## config.mk

```make
export PLATFORM = sky130hd
export DESIGN_NAME = monopixPeriphery
export DESIGN_NICKNAME = d
export VERILOG_FILES = /design/src/design/monopixConfPkg.sv /design/src/design/monopixMatrixPkg.sv /design/src/design/confSequencer.sv /design/src/design/confRegister.sv /design/src/design/bcidCounter.sv /design/src/design/matrixPeriphery.sv /design/src/design/monopixPeriphery.sv
export VERILOG_INCLUDE_DIRS = /design/src /design/src/design
export SDC_FILE = /design/constraint.sdc
export NUM_CORES = 1
export LEC_CHECK = 0
export ABC_AREA = 1
export BUFFER_PORTS_ARGS = -buffer_cell sky130_fd_sc_hd__clkbuf_2
export CORE_MARGIN = 2
export CORE_UTILIZATION = 40
export DETAILED_ROUTE_END_ITERATION = 8
export SYNTH_ARGS = -nofsm -noshare
export SYNTH_HDL_FRONTEND = slang
export SYNTH_SLANG_ARGS = --single-unit
```

## constraint.sdc

```tcl
create_clock -name ClkBx -period 1.6 [get_ports ClkBx]
set_input_delay 0.32 -clock ClkBx [delete_from_list [all_inputs] [get_ports ClkBx]]
set_output_delay 0.32 -clock ClkBx [all_outputs]
set_load 0.01 [all_outputs]
```

## src/design/monopix_macros.svh

```systemverilog
`ifndef MONOPIX_MACROS_SVH
`define MONOPIX_MACROS_SVH

// Matrix dimensions of the reduced periphery
`define NUM_FLAVORS 4
`define NUM_COLS 8

// Bunch crossing counter width, wraps at 64
`define BCID_WIDTH 6

// Flops on each configuration strobe before edge detection
`define CONF_SYNC_STAGES 2

// Serial chain length, matches the packed config word
`define CONF_WIDTH 22

`endif

```

## src/design/monopixConfPkg.sv

```systemverilog
`include "monopix_macros.svh"

package monopixConfPkg;

    // Global configuration word, MSB first on the serial chain
    typedef struct packed {
        logic [`NUM_FLAVORS-1:0] enHitOrOut;  // Per-flavor hit-OR output enable
        logic [`NUM_COLS-1:0]    colPulseSel; // Columns receiving the injection pulse
        logic [`NUM_COLS-1:0]    digMonSel;   // Columns contributing to hit-OR
        logic                    injMonL;     // Left monitor injection
        logic                    injMonR;     // Right monitor injection
    } confWord_t;

    // Power-up word, all columns selected for monitoring but nothing driven out
    localparam confWord_t CONF_DEFAULT = '{
        enHitOrOut:  '0,
        colPulseSel: '0,
        digMonSel:   '1,
        injMonL:     1'b0,
        injMonR:     1'b0
    };

    // Sequencer states
    typedef enum logic [1:0] {
        CONF_IDLE,
        CONF_CLK_HIGH,      // Shift issued, waiting for clkConf low
        CONF_HOLD_DEFAULT   // defConf asserted
    } confState_t;

    // Operations executed by the configuration register
    typedef enum logic [1:0] {
        OP_NONE,
        OP_SHIFT,
        OP_LOAD,
        OP_DEFAULT
    } confOp_t;

endpackage

```

## src/design/monopixMatrixPkg.sv

```systemverilog
`include "monopix_macros.svh"

package monopixMatrixPkg;

    // One bit per matrix column
    typedef logic [`NUM_COLS-1:0] colVec_t;

    // One bit per front-end flavor
    typedef logic [`NUM_FLAVORS-1:0] flavorVec_t;

    // Column monitor bits, indexed [flavor][column]
    typedef logic [`NUM_FLAVORS-1:0][`NUM_COLS-1:0] monMatrix_t;

    // Bunch crossing ID as distributed to the columns
    typedef logic [`BCID_WIDTH-1:0] bcid_t;

endpackage

```

## src/design/confSequencer.sv

```systemverilog
`timescale 1ns/1ns
`include "monopix_macros.svh"

module confSequencer import monopixConfPkg::*; (
    input  logic    ClkBx,
    input  logic    reset_ff,
    input  logic    defConf,
    input  logic    clkConf,
    input  logic    ldConf,
    input  logic    siConf,
    output confOp_t confOp,
    output logic    shiftBit
);

    // Strobe bundle per stage is {siConf, defConf, ldConf, clkConf}
    logic [`CONF_SYNC_STAGES-1:0][3:0] syncFf;
    logic       clkSync;
    logic       ldSync;
    logic       defSync;
    logic       siSync;
    logic       ldPrev;
    logic       ldRise;
    confState_t state;
    confState_t stateNext;
    confOp_t    opNext;

    always_ff @(posedge ClkBx) begin
        if (reset_ff) begin
            syncFf <= '0;
            ldPrev <= 1'b0;
        end else begin
            syncFf <= {syncFf[`CONF_SYNC_STAGES-2:0], {siConf, defConf, ldConf, clkConf}};
            ldPrev <= ldSync;
        end
    end

    assign {siSync, defSync, ldSync, clkSync} = syncFf[`CONF_SYNC_STAGES-1];
    assign ldRise = ldSync & ~ldPrev;

    always_comb begin
        stateNext = state;
        opNext    = OP_NONE;
        unique case (state)
            CONF_IDLE: begin
                if (defSync) begin
                    stateNext = CONF_HOLD_DEFAULT;
                    opNext    = OP_DEFAULT;
                end else if (clkSync) begin // Rising clkConf seen from idle
                    stateNext = CONF_CLK_HIGH;
                    opNext    = OP_SHIFT;
                end else if (ldRise) begin
                    opNext = OP_LOAD;
                end
            end
            CONF_CLK_HIGH: begin
                if (defSync) begin
                    stateNext = CONF_HOLD_DEFAULT;
                    opNext    = OP_DEFAULT;
                end else begin
                    if (!clkSync)
                        stateNext = CONF_IDLE; // Re-arm for the next shift
                    if (ldRise)
                        opNext = OP_LOAD;
                end
            end
            CONF_HOLD_DEFAULT: begin
                opNext = OP_DEFAULT; // Repeated for as long as defConf is high
                // A clkConf still high here must not count as a new edge
                if (!defSync)
                    stateNext = clkSync ? CONF_CLK_HIGH : CONF_IDLE;
            end
            default: stateNext = CONF_IDLE;
        endcase
    end

    // Reset parks the FSM in the default state so one OP_DEFAULT follows reset release
    always_ff @(posedge ClkBx) begin
        if (reset_ff) begin
            state  <= CONF_HOLD_DEFAULT;
            confOp <= OP_NONE;
        end else begin
            state  <= stateNext;
            confOp <= opNext;
        end
    end

    always_ff @(posedge ClkBx)
        shiftBit <= siSync; // Aligned with confOp

endmodule

```

## src/design/confRegister.sv

```systemverilog
`timescale 1ns/1ns
`include "monopix_macros.svh"

module confRegister import monopixConfPkg::*; (
    input  logic      ClkBx,
    input  logic      reset_ff,
    input  confOp_t   confOp,
    input  logic      shiftBit,
    output logic      soConf,
    output confWord_t conf
);

    // Serial chain, bit 0 receives the incoming data
    logic [`CONF_WIDTH-1:0] chain;

    always_ff @(posedge ClkBx) begin
        if (reset_ff) begin
            chain <= CONF_DEFAULT;
            conf  <= CONF_DEFAULT;
        end else begin
            unique case (confOp)
                OP_SHIFT: begin
                    chain <= {chain[`CONF_WIDTH-2:0], shiftBit};
                end
                OP_LOAD: begin
                    conf <= confWord_t'(chain); // Shadow update, chain untouched
                end
                OP_DEFAULT: begin
                    chain <= CONF_DEFAULT;
                    conf  <= CONF_DEFAULT;
                end
                default: begin
                end
            endcase
        end
    end

    // Readback taps the far end of the chain
    assign soConf = chain[`CONF_WIDTH-1];

endmodule

```

## src/design/bcidCounter.sv

```systemverilog
`timescale 1ns/1ns
`include "monopix_macros.svh"

module bcidCounter import monopixMatrixPkg::*; (
    input  logic  ClkBx,
    input  logic  reset_ff,
    input  logic  resetBcid,
    output bcid_t bcidGray
);

    logic  resetBcidFf; // Registered resync strobe
    bcid_t bcidBin;

    always_ff @(posedge ClkBx) begin
        if (reset_ff) begin
            resetBcidFf <= 1'b0;
            bcidBin     <= '0;
        end else begin
            resetBcidFf <= resetBcid;
            if (resetBcidFf)
                bcidBin <= '0;
            else
                bcidBin <= bcidBin + 1'b1; // Natural wrap at 2**BCID_WIDTH
        end
    end

    // Gray code so the columns latch at most one changing bit
    assign bcidGray = bcidBin ^ (bcidBin >> 1);

endmodule

```

## src/design/matrixPeriphery.sv

```systemverilog
`timescale 1ns/1ns
`include "monopix_macros.svh"

module matrixPeriphery
    import monopixConfPkg::*;
    import monopixMatrixPkg::*;
(
    input  logic       ClkBx,
    input  logic       reset_ff,
    input  logic       pulse,
    input  confWord_t  conf,
    input  monMatrix_t digMon,
    output colVec_t    injCol,
    output logic       injMonL,
    output logic       injMonR,
    output flavorVec_t hitOr
);

    colVec_t    injColNext;
    flavorVec_t hitOrNext;

    // Injection goes only to the selected columns
    assign injColNext = {`NUM_COLS{pulse}} & conf.colPulseSel;

    // Masked OR over columns, then the per-flavor output enable
    always_comb begin
        hitOrNext = '0;
        for (int f = 0; f < `NUM_FLAVORS; f++) begin
            hitOrNext[f] = (|(digMon[f] & conf.digMonSel)) & conf.enHitOrOut[f];
        end
    end

    always_ff @(posedge ClkBx) begin
        if (reset_ff) begin
            injCol  <= '0;
            injMonL <= 1'b0;
            injMonR <= 1'b0;
            hitOr   <= '0;
        end else begin
            injCol  <= injColNext;
            injMonL <= pulse & conf.injMonL; // Monitor pixels at the matrix edges
            injMonR <= pulse & conf.injMonR;
            hitOr   <= hitOrNext;
        end
    end

endmodule

```

## src/design/monopixPeriphery.sv

```systemverilog
`timescale 1ns/1ns
`include "monopix_macros.svh"

module monopixPeriphery
    import monopixConfPkg::*;
    import monopixMatrixPkg::*;
(
    input  logic       ClkBx,
    input  logic       reset_ff,
    input  logic       defConf,
    input  logic       clkConf,
    input  logic       ldConf,
    input  logic       siConf,
    input  logic       resetBcid,
    input  logic       pulse,
    input  monMatrix_t digMon,
    output logic       soConf,
    output logic       injMonL,
    output logic       injMonR,
    output colVec_t    injCol,
    output flavorVec_t hitOr,
    output bcid_t      bcidGray
);

    confOp_t   confOp;   // One-cycle register command
    logic      shiftBit;
    confWord_t conf;     // Active configuration

    confSequencer uSequencer (
        .ClkBx    (ClkBx),
        .reset_ff (reset_ff),
        .defConf  (defConf),
        .clkConf  (clkConf),
        .ldConf   (ldConf),
        .siConf   (siConf),
        .confOp   (confOp),
        .shiftBit (shiftBit)
    );

    confRegister uConfReg (
        .ClkBx    (ClkBx),
        .reset_ff (reset_ff),
        .confOp   (confOp),
        .shiftBit (shiftBit),
        .soConf   (soConf),
        .conf     (conf)
    );

    // Timestamp for the column readout
    bcidCounter uBcid (
        .ClkBx     (ClkBx),
        .reset_ff  (reset_ff),
        .resetBcid (resetBcid),
        .bcidGray  (bcidGray)
    );

    matrixPeriphery uMatrix (
        .ClkBx    (ClkBx),
        .reset_ff (reset_ff),
        .pulse    (pulse),
        .conf     (conf),
        .digMon   (digMon),
        .injCol   (injCol),
        .injMonL  (injMonL),
        .injMonR  (injMonR),
        .hitOr    (hitOr)
    );

endmodule

```

==> impl_summary.log <==
[metrics] number of hold violations in the final report: 0
[metrics] FF-to-FF setup slack: around 0.5 ns
[metrics] most instantiated flip-flop cell in the synthesis netlist: sky130_fd_sc_hd__dfxtp_1
[metrics] count of inserted antenna diode cells: 0
[metrics] peak supply drop: around 0.00076 V
[metrics] fraction of layout cells with a size suffix above 1: 0.311
[metrics] synthesis warning total: 0
[metrics] number of max-cap violations: 0
[metrics] crit path buf inv count: 1
[metrics] run status: finished, final reports clean
[metrics] Site Rows: 32
[metrics] port bufs: 60
[metrics] number of standard cells after synthesis: around 360
[metrics] share of flip-flops with an asynchronous set or reset after synthesis: 0
[metrics] HPWL after detailed placement: a little over 4000 um
[metrics] Avg Inst Size Synth: around 8.6 sq um
[metrics] Max Transition Viols Final: 0
[metrics] number of primary I/O pins: a little over 60
[metrics] max frequency: ~690 MHz
[metrics] horizontal die dimension: 92.2 um
[metrics] crit share post-route: 0.909
[metrics] number of gates resized after CTS: 0
[metrics] destination of the worst register-to-register timing path: uConfReg.conf[17]
[metrics] routed length per placed instance: approximately 11 um
[metrics] Final Setup Violations: 0
[metrics] hold-fix buffer count after cts: 0
[metrics] RR Startpoint: uSequencer.confOp[0]
[metrics] number of H-tree levels: 3
[metrics] crit path kind: register to primary output
[metrics] die boundary height: 92.2 um
[metrics] actual slew at the worst max-slew pin: 0.483 ns
[metrics] most common cell after layout, fill and taps aside: sky130_fd_sc_hd__nand2_1
[metrics] Routed WL: between 5000 and 6000 um
[metrics] insertion delay to the later sink of the worst-skew pair: ~0.35 ns
[metrics] area of the placeable core: 0.00765 sq mm
[metrics] fraction of the yosys area taken by sequential cells: 0.508
[metrics] WP data required: around 1.3 ns
[metrics] number of synthesized flops with an enable pin: 0
[metrics] critical path, cell by cell: ha_1 -> clkbuf_2
[metrics] Hold/Removal Path Class: input pin to register
[metrics] biggest area contributors in the synthesized netlist: sky130_fd_sc_hd__dfxtp_1 51%, sky130_fd_sc_hd__nand2_1 11%, sky130_fd_sc_hd__a21oi_2 6.5%
[metrics] Netlist cell types: 24
[metrics] maximum single-stage delay on the critical path: approximately 0.35 ns
[metrics] type of element capturing the critical path: primary output
[metrics] Synth-to-Final Area Change: 16.4%
[metrics] worst hold path endpoint: uSequencer.syncFf[3]
[metrics] crit path time final: 1.45 ns
[metrics] clock tree from TritonCTS: done
[metrics] Multi-input gate area: 0.00127 sq mm
[metrics] startpoint types: register
[metrics] overall via count from detail_route: 2414
[metrics] Yosys top cell area share: 0.508
[metrics] synthesis-stage register bit count: 79
[metrics] fill count: just under 800
[metrics] power per unit of standard cell area: 1140 mW/mm^2
[metrics] crit path max fanout: 4
[metrics] path depth of the worst reg2reg path: 3
[metrics] worst hold path startpoint: siConf
[metrics] Post-CTS Repair Setup Buffers: 0
[metrics] clock slew at reported path FFs: around 0.08 ns
[metrics] initial antenna violation count: 0
[metrics] minimum hold slack: approximately 0.15 ns
[metrics] commonest non-fill, non-tap cells in the layout: 90 x sky130_fd_sc_hd__nand2_1, 79 x sky130_fd_sc_hd__dfxtp_1, 60 x sky130_fd_sc_hd__clkbuf_2
[metrics] area leader, netlist: sky130_fd_sc_hd__dfxtp_1
[metrics] Hold Path Depth: 3
[metrics] count of TritonRoute iterations in the first routing pass: 4
[metrics] DRC violation count after routing: 0
[metrics] Avg Vias per Cell: ~4.6
[metrics] signal arrival time at the worst endpoint: 1.13 ns
[metrics] final estimated routing congestion in global placement: 0.788
[metrics] starting utilization of the core area: 0.407
[metrics] area occupied by registers: 0.00158 sq mm
[metrics] wire length of the first global-routing pass: between 10000 and 15000 um
[metrics] worst setup skew after layout: 0.00657 ns
[metrics] post-synthesis net count: 406
[metrics] Largest delay share family, worst path: flip-flops
[metrics] number of violations reported at the end of detailed-routing iteration 0: about 120
[metrics] total global routing overflow: 0
[metrics] Die Footprint: between 0.008 and 0.009 sq mm
[metrics] cell at the root of the clock tree: sky130_fd_sc_hd__clkbuf_8
[metrics] total clock buffers created by CTS: 9
[metrics] number of global-route vias before repair: approximately 2200
[metrics] leakage power summed over all cells: between 1.5 and 2 nW
[metrics] worst max-slew margin expressed relative to the limit: 0.677
[metrics] netlist area before placement: about 0.0031 sq mm
[metrics] slowest cell on the critical path: sky130_fd_sc_hd__dfxtp_1
[metrics] final layout net count: 460
[metrics] maximum count of clock buffers along a single path: 2
[metrics] maximum number of pins on one net before global-route repair: 31
[metrics] Setup TNS: 0 ns
[metrics] RSZ-0062 raised after global routing: false
[metrics] remaining number of nets flagged by the antenna check after routing: 0
[metrics] clock sinks: a little under 80
[metrics] Global Route Usage Sum: 0.153
==> sequential cells by signal (all words and copies together), names as in the netlist, 2 cells and up <==
signal,cells
uBcid.bcidBin,6
uConfReg.chain,22
uSequencer.confOp,2
uMatrix.hitOr,4
uSequencer.state,2
uMatrix.injCol,8
uSequencer.syncFf,4
uConfReg.conf,22
==> per-stage QoR <==
step	cell area (sq um)	power, mW	utilization	setup WS [ns]	std cells
2_1_floorplan	3110	2.48	-	0.634	362
3_3_place_gp	3400	2.57	0.445	0.532	507
3_5_place_dp	3400	2.57	0.445	0.520	507
4_1_cts	3620	4.18	0.474	0.129	523
5_1_grt	3620	4.34	0.474	0.0926	523
6_report	3620	4.14	0.474	0.146	523
==> synthesized netlist by cell type (2+ instances only) <==
| cell type | instances |
|---|---|
| sky130_fd_sc_hd__nand3_2 | 12 |
| sky130_fd_sc_hd__a21oi_1 | 27 |
| sky130_fd_sc_hd__nand3_1 | 3 |
| sky130_fd_sc_hd__o21ai_1 | 14 |
| sky130_fd_sc_hd__nand2_2 | 11 |
| sky130_fd_sc_hd__buf_2 | 9 |
| sky130_fd_sc_hd__inv_2 | 2 |
| sky130_fd_sc_hd__inv_1 | 14 |
| sky130_fd_sc_hd__nor2_1 | 38 |
| sky130_fd_sc_hd__ha_1 | 4 |
| sky130_fd_sc_hd__nand2_1 | 90 |
| sky130_fd_sc_hd__dfxtp_1 | 79 |
| sky130_fd_sc_hd__buf_6 | 5 |
| sky130_fd_sc_hd__o21ai_0 | 16 |
| sky130_fd_sc_hd__a21oi_2 | 23 |
| sky130_fd_sc_hd__buf_4 | 4 |
| sky130_fd_sc_hd__xor2_1 | 3 |
| sky130_fd_sc_hd__buf_12 | 2 |
==> where the power goes <==
| group | internal, mW | switching, mW | leakage (nW) |
|---|---|---|---|
| Sequential | 2.06 | 0.0712 | 0.647 |
| Combinational | 0.153 | 0.235 | 0.824 |
| Clock | 0.921 | 0.697 | 0.110 |
==> routing by layer <==
layer  share of wire  wire [um]  vias up  GRT usage
met2            0.45       2720       64      0.249
met1            0.48       2850     1071      0.192
met3           0.059        354        8     0.0575
met4           0.012         70        0     0.0410
li1                -          -     1271          -
met5               0          0        -          0
==> cell families after synthesis <==
logic type / Yosys count / synth area share
AND/OR/NAND/NOR: 156 / 0.225
AO/OA/AOI/OAI: 80 / 0.156
flip-flops: 79 / 0.508
buffers and inverters: 39 / 0.0832
XOR/XNOR: 4 / 0.0113
adder cells (fa/ha/maj): 4 / 0.0161
==> worst min-delay path: cells and delay by family <==
kind | cells | cell delay, ns
buffers and inverters | 2 | 0.12
and+or+nand+nor | 1 | 0.03
==> layout make-up <==
class | instances | share of cell area
Clock inverter | 5 | 0.0224
Multi-Input combinational cell | 244 | 0.351
Timing Repair Buffer | 65 | 0.0967
Clock buffer | 11 | 0.0390
Inverter | 17 | 0.0190
Tap cell | 102 | 0.0352
Sequential cell | 79 | 0.436
==> worst max-delay path by stage <==
stage | endpoint | from | depth (start not counted)
global route | bcidGray[3] | uBcid.bcidBin[4] | 2
detailed placement | bcidGray[0] | uBcid.bcidBin[0] | 2
CTS | bcidGray[0] | uBcid.bcidBin[0] | 2
floorplan | bcidGray[0] | uBcid.bcidBin[0] | 1
finish | bcidGray[0] | uBcid.bcidBin[0] | 2
global placement | bcidGray[0] | uBcid.bcidBin[0] | 2
No activity file was read; power rests on OpenSTA's default activity.
